==> src/rtl/rv_pkg.sv <==
`default_nettype none

package rv_pkg;

    // =====================================================================
    // Widths and constants
    // =====================================================================
    parameter int xlen_p       = 32;    // Data and address width
    parameter int reg_addr_w_p = 5;     // 32 architectural registers

    // addi x0,x0,0 fills a flushed slot
    parameter logic [xlen_p-1:0] nop_inst_p = 32'h0000_0013;

    // Major opcodes in use
    typedef enum logic [6:0] {
        op_reg        = 7'b0110011,
        op_imm        = 7'b0010011,
        op_load       = 7'b0000011,
        op_store      = 7'b0100011,
        op_branch     = 7'b1100011,
        op_jal        = 7'b1101111,
        op_nop_bubble = 7'b0000000     // Invalid slot, no side effects
    } opcode_e;

    // ALU operations
    typedef enum logic [3:0] {
        alu_add,
        alu_sub,
        alu_and,
        alu_or,
        alu_xor,
        alu_sll,
        alu_srl,
        alu_sra,
        alu_slt,
        alu_sltu
    } alu_op_e;

    // =====================================================================
    // ID/EX register contents
    // =====================================================================
    typedef struct packed {
        logic                    valid;
        logic [xlen_p-1:0]       pc;
        logic [xlen_p-1:0]       rs1_data;
        logic [xlen_p-1:0]       rs2_data;
        logic [reg_addr_w_p-1:0] rs1;
        logic [reg_addr_w_p-1:0] rs2;
        logic [reg_addr_w_p-1:0] rd;
        logic [xlen_p-1:0]       imm;
        alu_op_e                 alu_op;
        logic [2:0]              funct3;     // Branch condition select
        logic                    a_sel_pc;   // Operand A is the PC
        logic                    b_sel_imm;  // Operand B is the immediate
        logic                    is_branch;
        logic                    is_jal;
        logic                    mem_read;
        logic                    mem_write;
        logic                    reg_write;
    } id_ex_t;

endpackage

`default_nettype wire

==> src/rtl/rv_fetch.sv <==
`timescale 1ns/1ps
`default_nettype none

module rv_fetch import rv_pkg::*; #(
    parameter int imem_depth_p = 64
) (
    input  logic                            clk,
    input  logic                            reset_i,
    input  logic                            imem_we_i,
    input  logic [$clog2(imem_depth_p)-1:0] imem_addr_i,   // Word index
    input  logic [xlen_p-1:0]               imem_data_i,
    input  logic                            redirect_i,
    input  logic [xlen_p-1:0]               redirect_pc_i,
    output logic                            if_valid_o,
    output logic [xlen_p-1:0]               if_pc_o,
    output logic [xlen_p-1:0]               if_inst_o
);

    localparam int imem_aw_lp = $clog2(imem_depth_p);

    logic [xlen_p-1:0] pc_q;
    logic [xlen_p-1:0] imem [imem_depth_p];     // Program storage
    logic [xlen_p-1:0] inst_rd;

    // Program load port, used while the core sits in reset
    always_ff @(posedge clk) begin
        if (imem_we_i) begin
            imem[imem_addr_i] <= imem_data_i;
        end
    end

    assign inst_rd = imem[pc_q[imem_aw_lp+1:2]];  // Async word read

    // =====================================================================
    // PC
    // =====================================================================
    always_ff @(posedge clk) begin
        if (reset_i) begin
            pc_q <= '0;                     // Held at 0 during reset
        end else if (redirect_i) begin
            pc_q <= redirect_pc_i;          // Taken branch or jal from EX
        end else begin
            pc_q <= pc_q + xlen_p'(4);
        end
    end

    // IF/ID register, a redirect kills the slot being fetched
    always_ff @(posedge clk) begin
        if_pc_o <= pc_q;
        if (reset_i || redirect_i) begin
            if_valid_o <= 1'b0;
            if_inst_o  <= nop_inst_p;       // Bubble
        end else begin
            if_valid_o <= 1'b1;
            if_inst_o  <= inst_rd;
        end
    end

endmodule

`default_nettype wire

==> config.mk <==
export PLATFORM = sky130hd
export DESIGN_NAME = rv_fetch
export DESIGN_NICKNAME = d
export VERILOG_FILES = /design/src/rtl/rv_pkg.sv /design/src/rtl/rv_fetch.sv
export SDC_FILE = /design/constraint.sdc
export NUM_CORES = 2
export LEC_CHECK = 0
export BUFFER_PORTS_ARGS = -buffer_cell sky130_fd_sc_hd__buf_2
export CORE_MARGIN = 2
export CORE_UTILIZATION = 45
export CTS_BUF_LIST = sky130_fd_sc_hd__clkbuf_4 sky130_fd_sc_hd__clkbuf_8 sky130_fd_sc_hd__clkbuf_16
export DETAILED_ROUTE_END_ITERATION = 8
export PLACE_DENSITY = 0.71
export SLEW_MARGIN = 10
export SYNTH_ARGS = -nofsm -noshare
export SYNTH_HDL_FRONTEND = slang
export SYNTH_SLANG_ARGS = --single-unit
==> constraint.sdc <==
create_clock -name clk -period 5.46 [get_ports clk]
set_input_delay 0 -clock clk [delete_from_list [all_inputs] [get_ports clk]]
set_output_delay 0 -clock clk [all_outputs]
set_load 0.02 [all_outputs]
==> flow_summary.ini <==
[clocking]
clkTransAtPathRegs_ns = 0.06
post_cts_resized = 0
htreeDepth = 4
clock_sinks = 2145
cts_buffers = 205
cts-root-buf = clkbuf_16
clockBufferDepth = 3
cts_tree = yes
clk_latency_ns = 0.84

[setup_path]
worstSetupStartpointType = flip-flop
worstPathRequired_ns = 6.19
cp_max_fo = 33
cp-end-kind = flip-flop
critPathArrivalTime_ns = 4.72
criticalPathCategory = flip-flop to flip-flop

[timing]
finalCriticalPeriod_ns = 3.994
fin_crit_sh_pct = 73.14
hold_viol = 0
rsz0062_at_grt = false
finalSetupViolations = 0
finalWorstSetupSlack_ns = 1.466
fmax_mhz = 250.4
slew-limit-headroom_pct = 15.68
fin_setup_tns_ns = 0
final_max_slew_viol_count = 0
tightest_slew_ns = 1.265
skew_ns = 0.02915

[placement]
dp.final_hpwl_um = 122000
portBuffers = 138
place.gp.congestion = 0.8256
dpl.cell_count = 6239
place_ws_ns = 2.082

[yosys]
yosysWarnings = 0
synth.avg_cell_area_sq_um = 21.39
seq_area_frac_synth_pct = 77.83
synthCells = 3811
async_flop_share_pct = 0
synth_enable_flop_cells = 2048
synthAdderAreaFrac_pct = 0.01535
synth_top_area_cell = edfxtp_1
ys_top_cells_by_count = 2,048 x edfxtp_1, 424 x mux4_2, 245 x mux2i_1
syn-num-nets = 3886
synthFlopType = edfxtp_1
synthMuxAreaShare_pct = 14.99
synth-seq-cells = 2145
synth_top_family_by_area = multiplexers
synth_cell_types = 63
synth_compound_area_share_pct = 3.156
netlist_area_sq_um = 81510
yosysTopAreaCellShare_pct = 75.45
synth_xor_xnor_area_share_pct = 0.2579
synthSimpleGateAreaFrac_pct = 2.232
yosysMostFrequentCell = edfxtp_1
synth_area_leaders = edfxtp_1 75%, mux4_2 12%, mux2i_1 3.0%

[drt]
vias = 41970
drt_iter0_markers = 5921
wl_met1_um = 81780
routed_wl_um = 216600
via_per_inst = 6.191
met3_length_um = 22230
wl_per_cell_um = 31.94
ant_nets = 0
drcViolationCount = 0
highest_layer = met5
first_pass_iters = 8
wl_met2_um = 103600

[floorplanning]
io_pins = 139
die_width_um = 429.6
design.core.area_sq_um = 180400
initial_core_util_pct = 45.20
rows = 156
die-area_sq_um = 184600
die_h_um = 429.6

[global_route]
grt_antenna_before_repair = 22
groute.usage.overall_pct = 23.34
grt_max_degree = 87
grt_pass1_wl_um = 308000
overflow = 0
grt_pass1_vias = 41700

[cells_and_area]
drive_gt1_share_pct = 26.18
fillCellCount = 13800
final_net_count = 4293
fin_cells = 6779
area_growth_pct = 15.13

[min_path]
hp-class = input pin to flip-flop

[pwr]
leakagePower_nw = 29.34
power.density_nw_per_um2 = 366.4
ir_drop_v = 0.0002762
p_total_w = 0.03438

[outcome]
status = complete, no violations

[flow_run]
cap_violations = 0
==> cells by family (layout without fill, tap and decap cells) <==
kind of cell / after synthesis / count (layout)
compound gates: 338 / 338
xor+xnor: 24 / 24
fa+ha+maj: 1 / 1
buf+inv: 222 / 804
flops: 2145 / 2145
mux: 688 / 688
other cells: 0 / 16
simple gates: 393 / 393
==> where the power goes <==
group,internal (W),switching [W],total (W)
logic,0.000832,0.00128,0.00211
registers,0.0182,0.000120,0.0183
clock network,0.00791,0.00607,0.0140
==> worst max-delay path: stages (launching register included) <==
cell and delay, ns:
dfxtp_4 0.59, buf_4 0.59, and2_1 0.58, buf_4 0.27
nand3_1 0.29, xnor2_1 0.23, mux2i_1 0.13, dlygate4sd3_1 0.56
nor2_1 0.04, dlygate4sd3_1 0.57
==> cell usage in the layout (no fill, tap or decap), drive strengths merged, types with 30 or more instances in the layout <==
master,instances
a221oi,47
mux2i,245
nor2,182
clkbuf,295
mux4,424
edfxtp,2048
clkinv,73
buf,275
a22o,30
nand2,88
dfxtp,97
o221ai,43
o22ai,49
dlygate4sd3,141
==> final cells by class <==
cell class	count	area, sq um	share of cell area, %
antenna	16	40.04	0.04267
clock buffer	295	5912	6.300
clock inverter	87	798.3	0.8506
inverter	6	22.52	0.02400
multi-input combinational	1444	17350	18.49
sequential	2145	63460	67.62
tap	2370	2965	3.160
timing repair buffer	416	3298	3.515
==> sequential cells by signal, summed over array words and instances (netlist names) <==
signal and cells:
if_inst_o 32, imem 2048, if_pc_o 32, if_valid_o 1, pc_q 32
==> layer usage <==
metal / track usage, % / up-vias
met5: 0 / -
li1: - / 16790
met2: 36.91 / 2544
met4: 9.478 / 10
met3: 5.211 / 448
met1: 31.60 / 22180
==> worst paths after layout <==
check,start,end,slack [ns],cells past startpoint
setup reg to reg,pc_q[4],pc_q[7],1.47,9
setup / recovery,pc_q[4],pc_q[7],1.47,9
hold reg to reg,pc_q[1],if_pc_o[1],0.35,0
hold / removal,imem_addr_i[2],imem[49][26],0.05,3
==> stage by stage <==
step / hold WS, ns / util [%] / cell area [sq um]
floorplan: 0.09887 / - / 81510
global placement: 0.2356 / 47.49 / 85660
detailed placement: 0.2436 / 47.49 / 85660
CTS: 0.0003337 / 52.00 / 93780
global route: 0.04454 / 52.02 / 93820
finish: 0.05496 / 52.03 / 93840
==> repair_timing <==
item,CTS,global route
hold endpoints to repair,1966,0
buffers inserted,0,0
hold buffers,141,0
No activity file was read; power rests on OpenSTA's default activity.
