==> src/rtl/rv_pkg.sv <==
`default_nettype none

package rv_pkg;

    // =====================================================================
    // Widths and constants
    // =====================================================================
    parameter int xlen_p       = 32;    // Data and address width
    parameter int reg_addr_w_p = 5;     // 32 architectural registers

    // addi x0,x0,0 fills a flushed slot
    parameter logic [xlen_p-1:0] nop_inst_p = 32'h0000_0013;

    // Major opcodes in use
    typedef enum logic [6:0] {
        op_reg        = 7'b0110011,
        op_imm        = 7'b0010011,
        op_load       = 7'b0000011,
        op_store      = 7'b0100011,
        op_branch     = 7'b1100011,
        op_jal        = 7'b1101111,
        op_nop_bubble = 7'b0000000     // Invalid slot, no side effects
    } opcode_e;

    // ALU operations
    typedef enum logic [3:0] {
        alu_add,
        alu_sub,
        alu_and,
        alu_or,
        alu_xor,
        alu_sll,
        alu_srl,
        alu_sra,
        alu_slt,
        alu_sltu
    } alu_op_e;

    // =====================================================================
    // ID/EX register contents
    // =====================================================================
    typedef struct packed {
        logic                    valid;
        logic [xlen_p-1:0]       pc;
        logic [xlen_p-1:0]       rs1_data;
        logic [xlen_p-1:0]       rs2_data;
        logic [reg_addr_w_p-1:0] rs1;
        logic [reg_addr_w_p-1:0] rs2;
        logic [reg_addr_w_p-1:0] rd;
        logic [xlen_p-1:0]       imm;
        alu_op_e                 alu_op;
        logic [2:0]              funct3;     // Branch condition select
        logic                    a_sel_pc;   // Operand A is the PC
        logic                    b_sel_imm;  // Operand B is the immediate
        logic                    is_branch;
        logic                    is_jal;
        logic                    mem_read;
        logic                    mem_write;
        logic                    reg_write;
    } id_ex_t;

endpackage

`default_nettype wire

==> src/rtl/rv_exmem_if.sv <==
`timescale 1ns/1ps
`default_nettype none

// Execute result on its way into the memory stage, no handshake
interface rv_exmem_if import rv_pkg::*; ();

    logic                    valid;
    logic [reg_addr_w_p-1:0] rd;
    logic [xlen_p-1:0]       result;      // ALU result or load/store address
    logic [xlen_p-1:0]       store_data;  // Forwarded rs2
    logic                    mem_read;
    logic                    mem_write;
    logic                    reg_write;

    modport ex  (output valid, rd, result, store_data, mem_read, mem_write, reg_write);
    modport mem (input  valid, rd, result, store_data, mem_read, mem_write, reg_write);

endinterface

`default_nettype wire

==> src/rtl/rv_memory.sv <==
`timescale 1ns/1ps
`default_nettype none

module rv_memory import rv_pkg::*; #(
    parameter int dmem_depth_p = 64
) (
    input  logic                    clk,
    input  logic                    reset_i,
    rv_exmem_if.mem                 exmem,
    output logic                    wb_valid_o,
    output logic [reg_addr_w_p-1:0] wb_rd_o,
    output logic [xlen_p-1:0]       wb_data_o
);

    localparam int dmem_aw_lp = $clog2(dmem_depth_p);

    logic [xlen_p-1:0]     dmem [dmem_depth_p];
    logic [dmem_aw_lp-1:0] word_addr;
    logic [xlen_p-1:0]     load_data;
    logic                  wb_valid_d;

    assign word_addr = exmem.result[dmem_aw_lp+1:2];   // Word access only

    // Data memory, write on the edge and read through
    always_ff @(posedge clk) begin
        if (exmem.valid && exmem.mem_write) begin
            dmem[word_addr] <= exmem.store_data;
        end
    end
    assign load_data = dmem[word_addr];

    // x0 targets retire silently
    assign wb_valid_d = exmem.valid && exmem.reg_write && exmem.rd != '0;

    // =====================================================================
    // MEM/WB register
    // =====================================================================
    always_ff @(posedge clk) begin
        if (reset_i) begin
            wb_valid_o <= 1'b0;
            wb_rd_o    <= '0;
            wb_data_o  <= '0;
        end else begin
            wb_valid_o <= wb_valid_d;
            if (wb_valid_d) begin                       // Hold last retired value
                wb_rd_o   <= exmem.rd;
                wb_data_o <= exmem.mem_read ? load_data : exmem.result;
            end
        end
    end

endmodule

`default_nettype wire

==> src/flat_wrapper.sv <==
// flat-port wrapper written by rule: the top's interface ports become plain ports
module rv_memory_flat import rv_pkg::*;
#(
    parameter int dmem_depth_p = 64
)
  (clk, reset_i, wb_valid_o, wb_rd_o, wb_data_o, exmem_valid, exmem_rd, exmem_result, exmem_store_data, exmem_mem_read, exmem_mem_write, exmem_reg_write);
  rv_exmem_if exmem_i ();
  input  logic clk;
  input  logic reset_i;
  output logic wb_valid_o;
  output logic [reg_addr_w_p-1:0] wb_rd_o;
  output logic [xlen_p-1:0] wb_data_o;
  input wire logic [$bits(exmem_i.valid)-1:0] exmem_valid;
  input wire logic [$bits(exmem_i.rd)-1:0] exmem_rd;
  input wire logic [$bits(exmem_i.result)-1:0] exmem_result;
  input wire logic [$bits(exmem_i.store_data)-1:0] exmem_store_data;
  input wire logic [$bits(exmem_i.mem_read)-1:0] exmem_mem_read;
  input wire logic [$bits(exmem_i.mem_write)-1:0] exmem_mem_write;
  input wire logic [$bits(exmem_i.reg_write)-1:0] exmem_reg_write;
  assign exmem_i.valid = exmem_valid;
  assign exmem_i.rd = exmem_rd;
  assign exmem_i.result = exmem_result;
  assign exmem_i.store_data = exmem_store_data;
  assign exmem_i.mem_read = exmem_mem_read;
  assign exmem_i.mem_write = exmem_mem_write;
  assign exmem_i.reg_write = exmem_reg_write;
  rv_memory #(.dmem_depth_p(dmem_depth_p)) u_core (.clk(clk), .reset_i(reset_i), .exmem(exmem_i), .wb_valid_o(wb_valid_o), .wb_rd_o(wb_rd_o), .wb_data_o(wb_data_o));
endmodule
==> config.mk <==
export PLATFORM = sky130hd
export DESIGN_NAME = rv_memory_flat
export DESIGN_NICKNAME = d
export VERILOG_FILES = /design/src/rtl/rv_pkg.sv /design/src/rtl/rv_exmem_if.sv /design/src/rtl/rv_memory.sv /design/src/flat_wrapper.sv
export SDC_FILE = /design/constraint.sdc
export NUM_CORES = 2
export LEC_CHECK = 0
export BUFFER_PORTS_ARGS = -buffer_cell sky130_fd_sc_hd__buf_2
export CELL_PAD_IN_SITES_DETAIL_PLACEMENT = 0
export CELL_PAD_IN_SITES_GLOBAL_PLACEMENT = 1
export CORE_MARGIN = 3
export CORE_UTILIZATION = 45
export CTS_CLUSTER_SIZE = 25
export DETAILED_ROUTE_END_ITERATION = 8
export PLACE_DENSITY_LB_ADDON = 0.1
export SYNTH_ARGS = -nofsm -noshare
export SYNTH_HDL_FRONTEND = slang
export SYNTH_SLANG_ARGS = --single-unit
==> constraint.sdc <==
create_clock -name clk -period 6.6 [get_ports clk]
set_input_delay 0.66 -clock clk [delete_from_list [all_inputs] [get_ports clk]]
set_output_delay 0.66 -clock clk [all_outputs]
set_load 0.03 [all_outputs]
==> flow_summary.ini <==
[drt]
remaining_drc_errors = 0
ant_nets = 0
via_per_inst = 6.77
drtIter0Drc = 7529
num_vias = 48338
dr.pass1.iters = 8
drt-total-wl_mm = 308
wire_per_inst_um = 43.1

[grt]
grt_max_degree = 100
grt-ovfl-total = 0
grt_pass1_vias = 45991
antenna_found_initial = 18
grt_pass1_wl_mm = 412
grt_util_all_layers_pct = 32.8

[critical_path]
setup.worst_path.class = input port to flop
ff2ff_path_depth = 6
cp-end-kind = flop
rr_endpoint = u_core.wb_data_o[24]
critical_path_required_ps = 7280
critPathLaunchType = input port
reg2reg_from = u_core.dmem[52][24]
rrSetupSlack_ps = 3940
critPathMaxFanout = 43
cp.arrival_ps = 4760
startpoint = exmem_result[2]

[power_and_ir_drop]
switching_share_pct = 22.9
power_leakage_nw = 29.2
switchingPower_mw = 6.47
seqPwrFrac_pct = 51.9
irDropWorstVdd_v = 0.000238
comb_power_share_pct = 5.9
power_density_nw_per_um2 = 307
intPower_mw = 21.7
clkPwrFrac_pct = 42.2

[synth]
synth-compound-area-share_pct = 9.08
ys_types = 76
synthAdderAreaFrac_pct = 0
synth_top_family_by_area = multiplexers
yosys.area_share.simple_pct = 2.36
synth-async-reset-ratio_pct = 0
syn_inst = 4387
ys_seq_area_share_pct = 77.0
syn-num-nets = 4462
synth_edf_count = 2048
syn-cell-area_um2 = 80900
syn_area_per_cell_um2 = 18.4
yosys_warnings = 0
synth_xor_area_share_pct = 0
yosys_most_used_dff = edfxtp_1
yosys-mux-area-fraction_pct = 9.28
ys_ff_latch = 2086

[placement]
io_buffers = 112
dpl.hpwl_mm = 173
gp_congestion = 0.830
place_ws_ps = 1640

[clocking]
h-tree-depth = 4
clockBufferDepth = 3
cts_setup_buffers = 0
clk_pin_slew_ps = 60
numCtsBuffers = 214
clockRootBuffer = clkbuf_16
clk_latency_ps = 870
clock-sinks = 2086
cts_tree = built

[sta]
maxSlewViolCount = 0
maxSlewHeadroom_pct = 5.79
setup-tns-final_ps = 0
skew_ps = 34.5
finalCritPeriodShare_pct = 61.8
finalHoldViolCount = 0
setup_viol = 0
layout_min_cycle_time_ps = 4080
max_freq_mhz = 245
worst_pin_slew_ps = 1410
setup_ws_ps = 2520
rsz0062_at_grt = no

[die]
core_area_um2 = 177000
fp.dieArea_um2 = 185000
ios = 113
initial_core_util_pct = 45.6
rows = 154
die_height_um = 430
dieWidth_um = 430

[worst_hold_path]
hold_path_depth = 3
hold_class = input port to flop
holdCritStartpoint = exmem_rd[1]
min_to = u_core.wb_rd_o[1]

[finish]
final_layout_size_suffix_gt1_share_pct = 21.9
area_growth_pct = 13.5
final_nets = 4682

[outcome]
status = finished clean

[job]
timing.max_cap.violations = 0
==> flip-flops by register name, summed over array words and instances, names as in the netlist <==
register           flops
u_core.dmem         2048
u_core.wb_valid_o      1
u_core.wb_data_o      32
u_core.wb_rd_o         5
==> final cells by class <==
cell class,instances,area (um^2)
Fill cell,14251,85600
Sequential cell,2086,62300
Multi-Input combinational cell,1982,17300
Clock buffer,291,5820
Tap cell,2340,2930
Timing Repair Buffer,317,2420
Clock inverter,112,1010
Inverter,6,35.0
Antenna cell,5,12.5
==> kinds of logic (layout without fill, tap and decap cells) <==
kind of cell           Yosys count  in the layout
flip-flops                    2086           2086
buffers and inverters          319            726
AND/OR/NAND/NOR                426            426
other                            0              5
AO/OA/AOI/OAI                  986            986
multiplexers                   570            570
==> what timing repair did <==
action / CTS / global route
resized for setup: 0 / 0
endpoints found under the hold margin: 1 / 0
hold buffers: 1 / 0
==> synthesized netlist by cell type (38+ instances only) <==
library cell  count  share of area, %
a21oi_1         116              0.72
buf_6            40              0.56
mux2i_1         229               2.8
mux2_2          215               3.0
a22oi_1         183               1.7
nand2_1         137              0.64
o22ai_1          89              0.69
o21ai_0         104              0.64
edfxtp_1       2048                76
nor2_1          161              0.75
clkbuf_1         84              0.39
dfxtp_1          38              0.94
buf_4            61              0.57
a221oi_1        241               2.6
buf_2           108              0.67
mux4_2          122               3.4
==> worst max-delay path: stages <==
cell       delay [ps]
buf_8             180
buf_4             430
nor2b_4           860
buf_4             640
a22oi_1           210
nand3_1           140
o2111ai_1         150
a2111oi_0        1100
a31oi_1           220
==> worst max path at each step <==
stage          cells after the start                    to
2_1_floorplan                      8    u_core.dmem[12][0]
3_3_place_gp                       9  u_core.wb_data_o[24]
3_5_place_dp                       9  u_core.wb_data_o[24]
4_1_cts                            9  u_core.wb_data_o[24]
5_1_grt                            9  u_core.wb_data_o[24]
6_report                           9  u_core.wb_data_o[24]
==> placed cells by master, fill, tap and decap left out, types with 35 or more instances in the layout <==
cell and count:
a21oi_1 116, nand3_1 36, a221oi_1 241, edfxtp_1 2048, mux2i_1 229, nor2_4 69
a22oi_1 183, a221o_1 35, clkinv_1 44, buf_2 109, o21ai_0 103, clkbuf_16 217
mux4_2 122, nand2_1 136, clkbuf_1 63, nor2_1 95, dfxtp_1 38, clkinv_2 39
mux2_2 215, o22ai_1 89, buf_4 181
==> power groups by stage <==
stage	combinational, mW	clock [mW]	sequential (mW)
after floorplan	0.779	0	14.9
after global routing	1.71	12.5	14.6
after global placement	1.63	0	14.9
after CTS	1.64	12.0	14.6
final	1.67	11.9	14.6
after detailed placement	1.64	0	14.9
==> routing by layer <==
| metal | vias to the layer above | GRT usage [%] | wire length (um) |
|---|---|---|---|
| met2 | 3200 | 50.5 | 141000 |
| li1 | 18695 | - | - |
| met1 | 25864 | 46.1 | 123000 |
| met4 | 6 | 12.8 | 13000 |
| met3 | 573 | 6.90 | 30900 |
| met5 | - | 0.338 | 115 |
==> stage by stage <==
stage	std cells	total power [mW]	hold WS, ps	instance area (um^2)	util, %
global placement	6730	16.6	440	85000	47.9
global route	7134	28.9	20.7	91800	51.7
floorplan	4387	15.7	581	80900	-
finish	7139	28.2	47.7	91800	51.7
CTS	7134	28.3	0.528	91800	51.7
detailed placement	6730	16.6	443	85000	47.9
(Power assumes the default switching activity.)
