<file path="src/rtl/rv_pkg.sv">
`default_nettype none

package rv_pkg;

    // =====================================================================
    // Widths and constants
    // =====================================================================
    parameter int xlen_p       = 32;    // Data and address width
    parameter int reg_addr_w_p = 5;     // 32 architectural registers

    // addi x0,x0,0 fills a flushed slot
    parameter logic [xlen_p-1:0] nop_inst_p = 32'h0000_0013;

    // Major opcodes in use
    typedef enum logic [6:0] {
        op_reg        = 7'b0110011,
        op_imm        = 7'b0010011,
        op_load       = 7'b0000011,
        op_store      = 7'b0100011,
        op_branch     = 7'b1100011,
        op_jal        = 7'b1101111,
        op_nop_bubble = 7'b0000000     // Invalid slot, no side effects
    } opcode_e;

    // ALU operations
    typedef enum logic [3:0] {
        alu_add,
        alu_sub,
        alu_and,
        alu_or,
        alu_xor,
        alu_sll,
        alu_srl,
        alu_sra,
        alu_slt,
        alu_sltu
    } alu_op_e;

    // =====================================================================
    // ID/EX register contents
    // =====================================================================
    typedef struct packed {
        logic                    valid;
        logic [xlen_p-1:0]       pc;
        logic [xlen_p-1:0]       rs1_data;
        logic [xlen_p-1:0]       rs2_data;
        logic [reg_addr_w_p-1:0] rs1;
        logic [reg_addr_w_p-1:0] rs2;
        logic [reg_addr_w_p-1:0] rd;
        logic [xlen_p-1:0]       imm;
        alu_op_e                 alu_op;
        logic [2:0]              funct3;     // Branch condition select
        logic                    a_sel_pc;   // Operand A is the PC
        logic                    b_sel_imm;  // Operand B is the immediate
        logic                    is_branch;
        logic                    is_jal;
        logic                    mem_read;
        logic                    mem_write;
        logic                    reg_write;
    } id_ex_t;

endpackage

`default_nettype wire

</file>
<file path="src/rtl/rv_decode.sv">
`timescale 1ns/1ps
`default_nettype none

module rv_decode import rv_pkg::*; (
    input  logic                    clk,
    input  logic                    reset_i,
    input  logic                    if_valid_i,
    input  logic [xlen_p-1:0]       if_pc_i,
    input  logic [xlen_p-1:0]       if_inst_i,
    input  logic                    redirect_i,
    input  logic                    wb_valid_i,
    input  logic [reg_addr_w_p-1:0] wb_rd_i,
    input  logic [xlen_p-1:0]       wb_data_i,
    output id_ex_t                  id_ex_o
);

    logic [xlen_p-1:0]       regs [2**reg_addr_w_p];
    opcode_e                 opcode;
    logic [2:0]              funct3;
    logic [reg_addr_w_p-1:0] rs1, rs2;
    logic [xlen_p-1:0]       imm_i, imm_s, imm_b, imm_j;
    id_ex_t                  id_ex_d;

    // funct3 plus funct7 bit 5 to ALU operation
    function automatic alu_op_e alu_decode(input logic [2:0] f3, input logic alt);
        case (f3)
            3'b000:  return alt ? alu_sub : alu_add;
            3'b001:  return alu_sll;
            3'b010:  return alu_slt;
            3'b011:  return alu_sltu;
            3'b100:  return alu_xor;
            3'b101:  return alt ? alu_sra : alu_srl;
            3'b110:  return alu_or;
            default: return alu_and;
        endcase
    endfunction

    // Invalid slots decode as bubbles
    assign opcode = if_valid_i ? opcode_e'(if_inst_i[6:0]) : op_nop_bubble;
    assign funct3 = if_inst_i[14:12];
    assign rs1    = if_inst_i[19:15];
    assign rs2    = if_inst_i[24:20];

    // Immediate formats
    assign imm_i = {{20{if_inst_i[31]}}, if_inst_i[31:20]};
    assign imm_s = {{20{if_inst_i[31]}}, if_inst_i[31:25], if_inst_i[11:7]};
    assign imm_b = {{19{if_inst_i[31]}}, if_inst_i[31], if_inst_i[7],
                    if_inst_i[30:25], if_inst_i[11:8], 1'b0};
    assign imm_j = {{11{if_inst_i[31]}}, if_inst_i[31], if_inst_i[19:12],
                    if_inst_i[20], if_inst_i[30:21], 1'b0};

    // =====================================================================
    // Register file
    // =====================================================================
    always_ff @(posedge clk) begin
        if (wb_valid_i) begin
            regs[wb_rd_i] <= wb_data_i;     // wb_valid_i implies rd != 0
        end
    end

    // =====================================================================
    // Control decode
    // =====================================================================
    always_comb begin
        id_ex_d          = '0;
        id_ex_d.valid    = if_valid_i;
        id_ex_d.pc       = if_pc_i;
        id_ex_d.rs1      = rs1;
        id_ex_d.rs2      = rs2;
        id_ex_d.rd       = if_inst_i[11:7];
        id_ex_d.funct3   = funct3;
        id_ex_d.alu_op   = alu_add;
        // Reads see a same-cycle writeback, x0 is always zero
        if (rs1 == '0)                            id_ex_d.rs1_data = '0;
        else if (wb_valid_i && wb_rd_i == rs1)    id_ex_d.rs1_data = wb_data_i;
        else                                      id_ex_d.rs1_data = regs[rs1];
        if (rs2 == '0)                            id_ex_d.rs2_data = '0;
        else if (wb_valid_i && wb_rd_i == rs2)    id_ex_d.rs2_data = wb_data_i;
        else                                      id_ex_d.rs2_data = regs[rs2];
        case (opcode)
            op_reg: begin
                id_ex_d.alu_op    = alu_decode(funct3, if_inst_i[30]);
                id_ex_d.reg_write = 1'b1;
            end
            op_imm: begin
                // Only srai uses bit 30, addi has no subtract form
                id_ex_d.alu_op    = alu_decode(funct3, funct3 == 3'b101 && if_inst_i[30]);
                id_ex_d.imm       = imm_i;
                id_ex_d.b_sel_imm = 1'b1;
                id_ex_d.reg_write = 1'b1;
            end
            op_load: begin
                id_ex_d.imm       = imm_i;      // Address = rs1 + imm
                id_ex_d.b_sel_imm = 1'b1;
                id_ex_d.mem_read  = 1'b1;
                id_ex_d.reg_write = 1'b1;
            end
            op_store: begin
                id_ex_d.imm       = imm_s;
                id_ex_d.b_sel_imm = 1'b1;
                id_ex_d.mem_write = 1'b1;
            end
            op_branch: begin
                id_ex_d.imm       = imm_b;
                id_ex_d.is_branch = 1'b1;
            end
            op_jal: begin
                id_ex_d.imm       = imm_j;
                id_ex_d.is_jal    = 1'b1;
                id_ex_d.a_sel_pc  = 1'b1;       // ALU forms PC+4 for the link
                id_ex_d.reg_write = 1'b1;
            end
            default: ;                          // Bubble or unsupported, no effects
        endcase
    end

    // ID/EX register, controls squashed on reset and on redirect
    always_ff @(posedge clk) begin
        id_ex_o <= id_ex_d;
        if (reset_i || redirect_i) begin
            id_ex_o.valid     <= 1'b0;
            id_ex_o.is_branch <= 1'b0;
            id_ex_o.is_jal    <= 1'b0;
            id_ex_o.mem_read  <= 1'b0;
            id_ex_o.mem_write <= 1'b0;
            id_ex_o.reg_write <= 1'b0;
        end
    end

endmodule

`default_nettype wire

</file>
<file path="config.mk">
export PLATFORM = sky130hd
export DESIGN_NAME = rv_decode
export DESIGN_NICKNAME = d
export VERILOG_FILES = /design/src/rtl/rv_pkg.sv /design/src/rtl/rv_decode.sv
export SDC_FILE = /design/constraint.sdc
export NUM_CORES = 1
export LEC_CHECK = 0
export BUFFER_PORTS_ARGS = -buffer_cell sky130_fd_sc_hd__buf_4
export CORE_ASPECT_RATIO = 0.9
export CORE_MARGIN = 3
export CORE_UTILIZATION = 32
export DETAILED_ROUTE_END_ITERATION = 16
export PLACE_DENSITY_LB_ADDON = 0.1
export SLEW_MARGIN = 30
export SYNTH_ARGS = -nofsm -noshare
export SYNTH_HDL_FRONTEND = slang
export SYNTH_SLANG_ARGS = --single-unit
</file>
<file path="constraint.sdc">
create_clock -name clk -period 4.18 [get_ports clk]
set_input_delay 0.836 -clock clk [delete_from_list [all_inputs] [get_ports clk]]
set_output_delay 0.836 -clock clk [all_outputs]
set_load 0.01 [all_outputs]
</file>
==> impl_metrics.csv <==
group,metric,value,unit
synthesis,async_flop_share,0,
clocking,clk_pin_slew_worst_paths,0.06,ns
clocking,h-tree-depth,4,
worst_setup_path,path_cells,"buf_8 > buf_12 > buf_12 > buf_4 > mux2i_1 > a221o_1 > o21ai_1 > a21oi_1 > o41ai_2",
worst_setup_path,cpMaxStageDelayCell,"o41ai_2",
worst_setup_path,cp_top_family,"compound AO/OA/AOI/OAI gates",
place,placed_cell_area,57000,µm²
synthesis,synth_flop_cell,"edfxtp_1",
die,num_rows,139,
worst_setup_path,path_max_fanout,25,
clocking,ctsResizeCount,0,
worst_setup_path,cp.required,4.78,ns
sta,fin_worst_skew,0.0319,ns
sta,fmax,361,MHz
worst_setup_path,r2r-start,"regs[15][28]",
synthesis,yosysSeqAreaShare,0.650,
synthesis,postSynthNetCount,2961,
sta,tns,0,ns
synthesis,syn_area,51800,µm²
synthesis,syn_inst,2855,
power_and_ir_drop,max-vdd-ir-drop,0.000399,V
power_and_ir_drop,leakage,20.8,nW
synthesis,synthDistinctLibCells,58,
drt,drtAntennaViolNets,0,
synthesis,synth_top_cell_by_area,"edfxtp_1",
die,initial_core_util,0.324,
power_and_ir_drop,p_per_area,449,nW/µm²
grt,grt_start_max_net_pins,137,
drt,via_per_inst,5.75,
worst_hold_path,hold_class,"in2reg",
sta,hold_viol_final,0,
worst_setup_path,crit_buf_inv,4,
drt,drt_iter0_markers,3246,
finish,layout-drive-gt1-share,0.337,
worst_setup_path,cp-end-kind,"flop",
grt,grt_use_total,0.227,
synthesis,yosys.area.top_type_share,0.593,
die,die_w,430,µm
worst_setup_path,rrSetupSlack,2.21,ns
finish,area_growth,18.8,%
drt,routed_wl,192,mm
drt,drc,0,
die,die_area,167000,µm²
synthesis,syn_avg_cell_area,18.2,µm²
clocking,clock_path_buffers,3,
sta,relSlewSlack,0.334,
sta,timing.final.max_slew_violations,0,
drt,vias,31100,
clocking,cts.sinks,1171,
grt,grt_pass1_vias,32400,
die,core,160000,µm²
drt,first_pass_iters,5,
clocking,cts_inserted_buffers,136,
worst_setup_path,worstSetupPathType,"in2reg",
worst_setup_path,critPathMostFrequentCell,"buf_12",
place,dp_hpwl,115,mm
place,gp_congestion,0.794,
synthesis,yosys_warnings,0,
worst_setup_path,critPathLaunch,"if_inst_i[20]",
worst_hold_path,min-delay-start,"if_pc_i[27]",
synthesis,synth_edf_count,1024,
worst_setup_path,critical_path.max_stage_delay,0.80,ns
clocking,clk_latency,0.78,ns
clocking,root_buffer,"clkbuf_16",
sta,grt_setup_unrepaired,"false",
finish,fin_area,61600,µm²
clocking,cts_tree,"yes",
grt,antenna_found_initial,12,
place,numPortBuffers,263,
sta,finalSetupViolCount,0,
die,die_y,388,µm
finish,nets,3289,
sta,period_minus_slack,2.77,ns
sta,tightest_slew,0.997,ns
die,io-pin-count,264,
sta,period_share,0.663,
grt,grt_pass1_wl,266,mm
synthesis,synth.area.top_cells,"edfxtp_1 (59%), mux4_2 (17%), dfxtp_1 (5.7%), mux2i_1 (5.4%), a22oi_1 (1.6%)",
job,max_cap_viol_count,0,
worst_setup_path,start_kind,"input pin",
clocking,post_cts_buffers,0,
worst_setup_path,crit_arrival,3.37,ns
clocking,cts-hold-fix-buffers,0,
drt,drt-wirelength-per-cell,35.5,µm
grt,grt_overflow,0,
status,status,"complete, no violations",
synthesis,synth-seq-cells,1171,
## registers in the layout, indices dropped and copies added (netlist names)
signal   flops
id_ex_o    147
regs      1024
## final cells by class
cell class,instances,area [µm²]
Antenna cell,6,15.0
Clock buffer,190,3900
Clock inverter,57,647
Fill cell,14500,98600
Inverter,4,16.3
Multi-Input combinational cell,1446,17000
Sequential cell,1171,33700
Tap cell,2115,2650
Timing Repair Buffer,424,3670
## path summary, 6_finish.rpt
check / cells after the start / end
setup / recovery: 9 / id_ex_o[89]
setup reg to reg: 5 / id_ex_o[89]
hold / removal: 1 / id_ex_o[152]
hold reg to reg: 3 / id_ex_o[106]
## cells in the mapped netlist, types with 11 or more instances
| master | count |
|---|---|
| edfxtp_1 | 1024 |
| mux4_2 | 392 |
| mux2i_1 | 278 |
| dfxtp_1 | 147 |
| nand2_1 | 137 |
| a22oi_1 | 113 |
| clkbuf_1 | 72 |
| buf_2 | 68 |
| o22ai_1 | 57 |
| a22o_1 | 48 |
| nor2_1 | 46 |
| buf_4 | 45 |
| a211oi_1 | 43 |
| a21oi_1 | 43 |
| o21ai_0 | 32 |
| nand3_1 | 30 |
| mux2_2 | 26 |
| buf_6 | 24 |
| nor2b_1 | 24 |
| o211ai_1 | 21 |
| o21ai_1 | 17 |
| a32o_1 | 14 |
| buf_1 | 14 |
| and3_1 | 12 |
| a221o_1 | 11 |
| o311ai_1 | 11 |
| o41ai_2 | 11 |
## worst register-to-register path, stage by stage (launching register included)
cell	delay, ns
edfxtp_1	0.35
mux2i_1	0.08
a221o_1	0.34
o21ai_1	0.14
a21oi_1	0.09
o41ai_2	0.80
## where the power goes
group	switching (mW)	internal [mW]
combinational	1.39	0.995
clock	4.91	7.26
sequential	0.174	13.0
## per-stage QoR
step	hold slack, ns	cells	total power, mW	utilization	worst slack [ns]
3_5_place_dp	0.792	5159	15.8	0.356	0.515
4_1_cts	0.100	5406	28.0	0.384	1.34
6_report	0.159	5413	27.7	0.385	1.41
3_3_place_gp	0.783	5159	15.8	0.356	0.479
5_1_grt	0.111	5411	28.6	0.385	1.32
2_1_floorplan	0.730	2855	14.6	-	0.731
## per-layer routing
metal	routed length, µm	vias up	global-route usage
met5	34	-	0
met4	5690	6	0.0703
met3	13700	287	0.0478
met2	92700	1342	0.371
met1	80100	16800	0.305
li1	-	12600	-
## placed cells by master (no fill, tap or decap), types with 32 or more instances in the layout
cell type,synthesis,routed
buf_4,45,383
edfxtp_1,1024,1024
clkbuf_16,0,144
mux2i_1,278,278
a211oi_1,43,43
o21ai_0,32,32
dfxtp_1,147,147
mux4_2,392,392
buf_12,3,35
o22ai_1,57,57
nor2_4,0,35
nand2_1,137,137
a22o_1,48,48
a22oi_1,113,113
clkbuf_1,72,34
a21oi_1,43,43
## kinds of logic (layout without fill, tap and decap cells)
| logic type | count (synthesis) | count (layout) | synth area share |
|---|---|---|---|
| AO/OA/AOI/OAI | 438 | 438 | 0.0624 |
| buffers and inverters | 238 | 675 | 0.0281 |
| XOR/XNOR | 10 | 10 | 0.00183 |
| AND/OR/NAND/NOR | 302 | 302 | 0.0281 |
| flip-flops | 1171 | 1171 | 0.650 |
| other | 0 | 6 | 0 |
| multiplexers | 696 | 696 | 0.230 |
No activity file was read; power rests on OpenSTA's default activity.
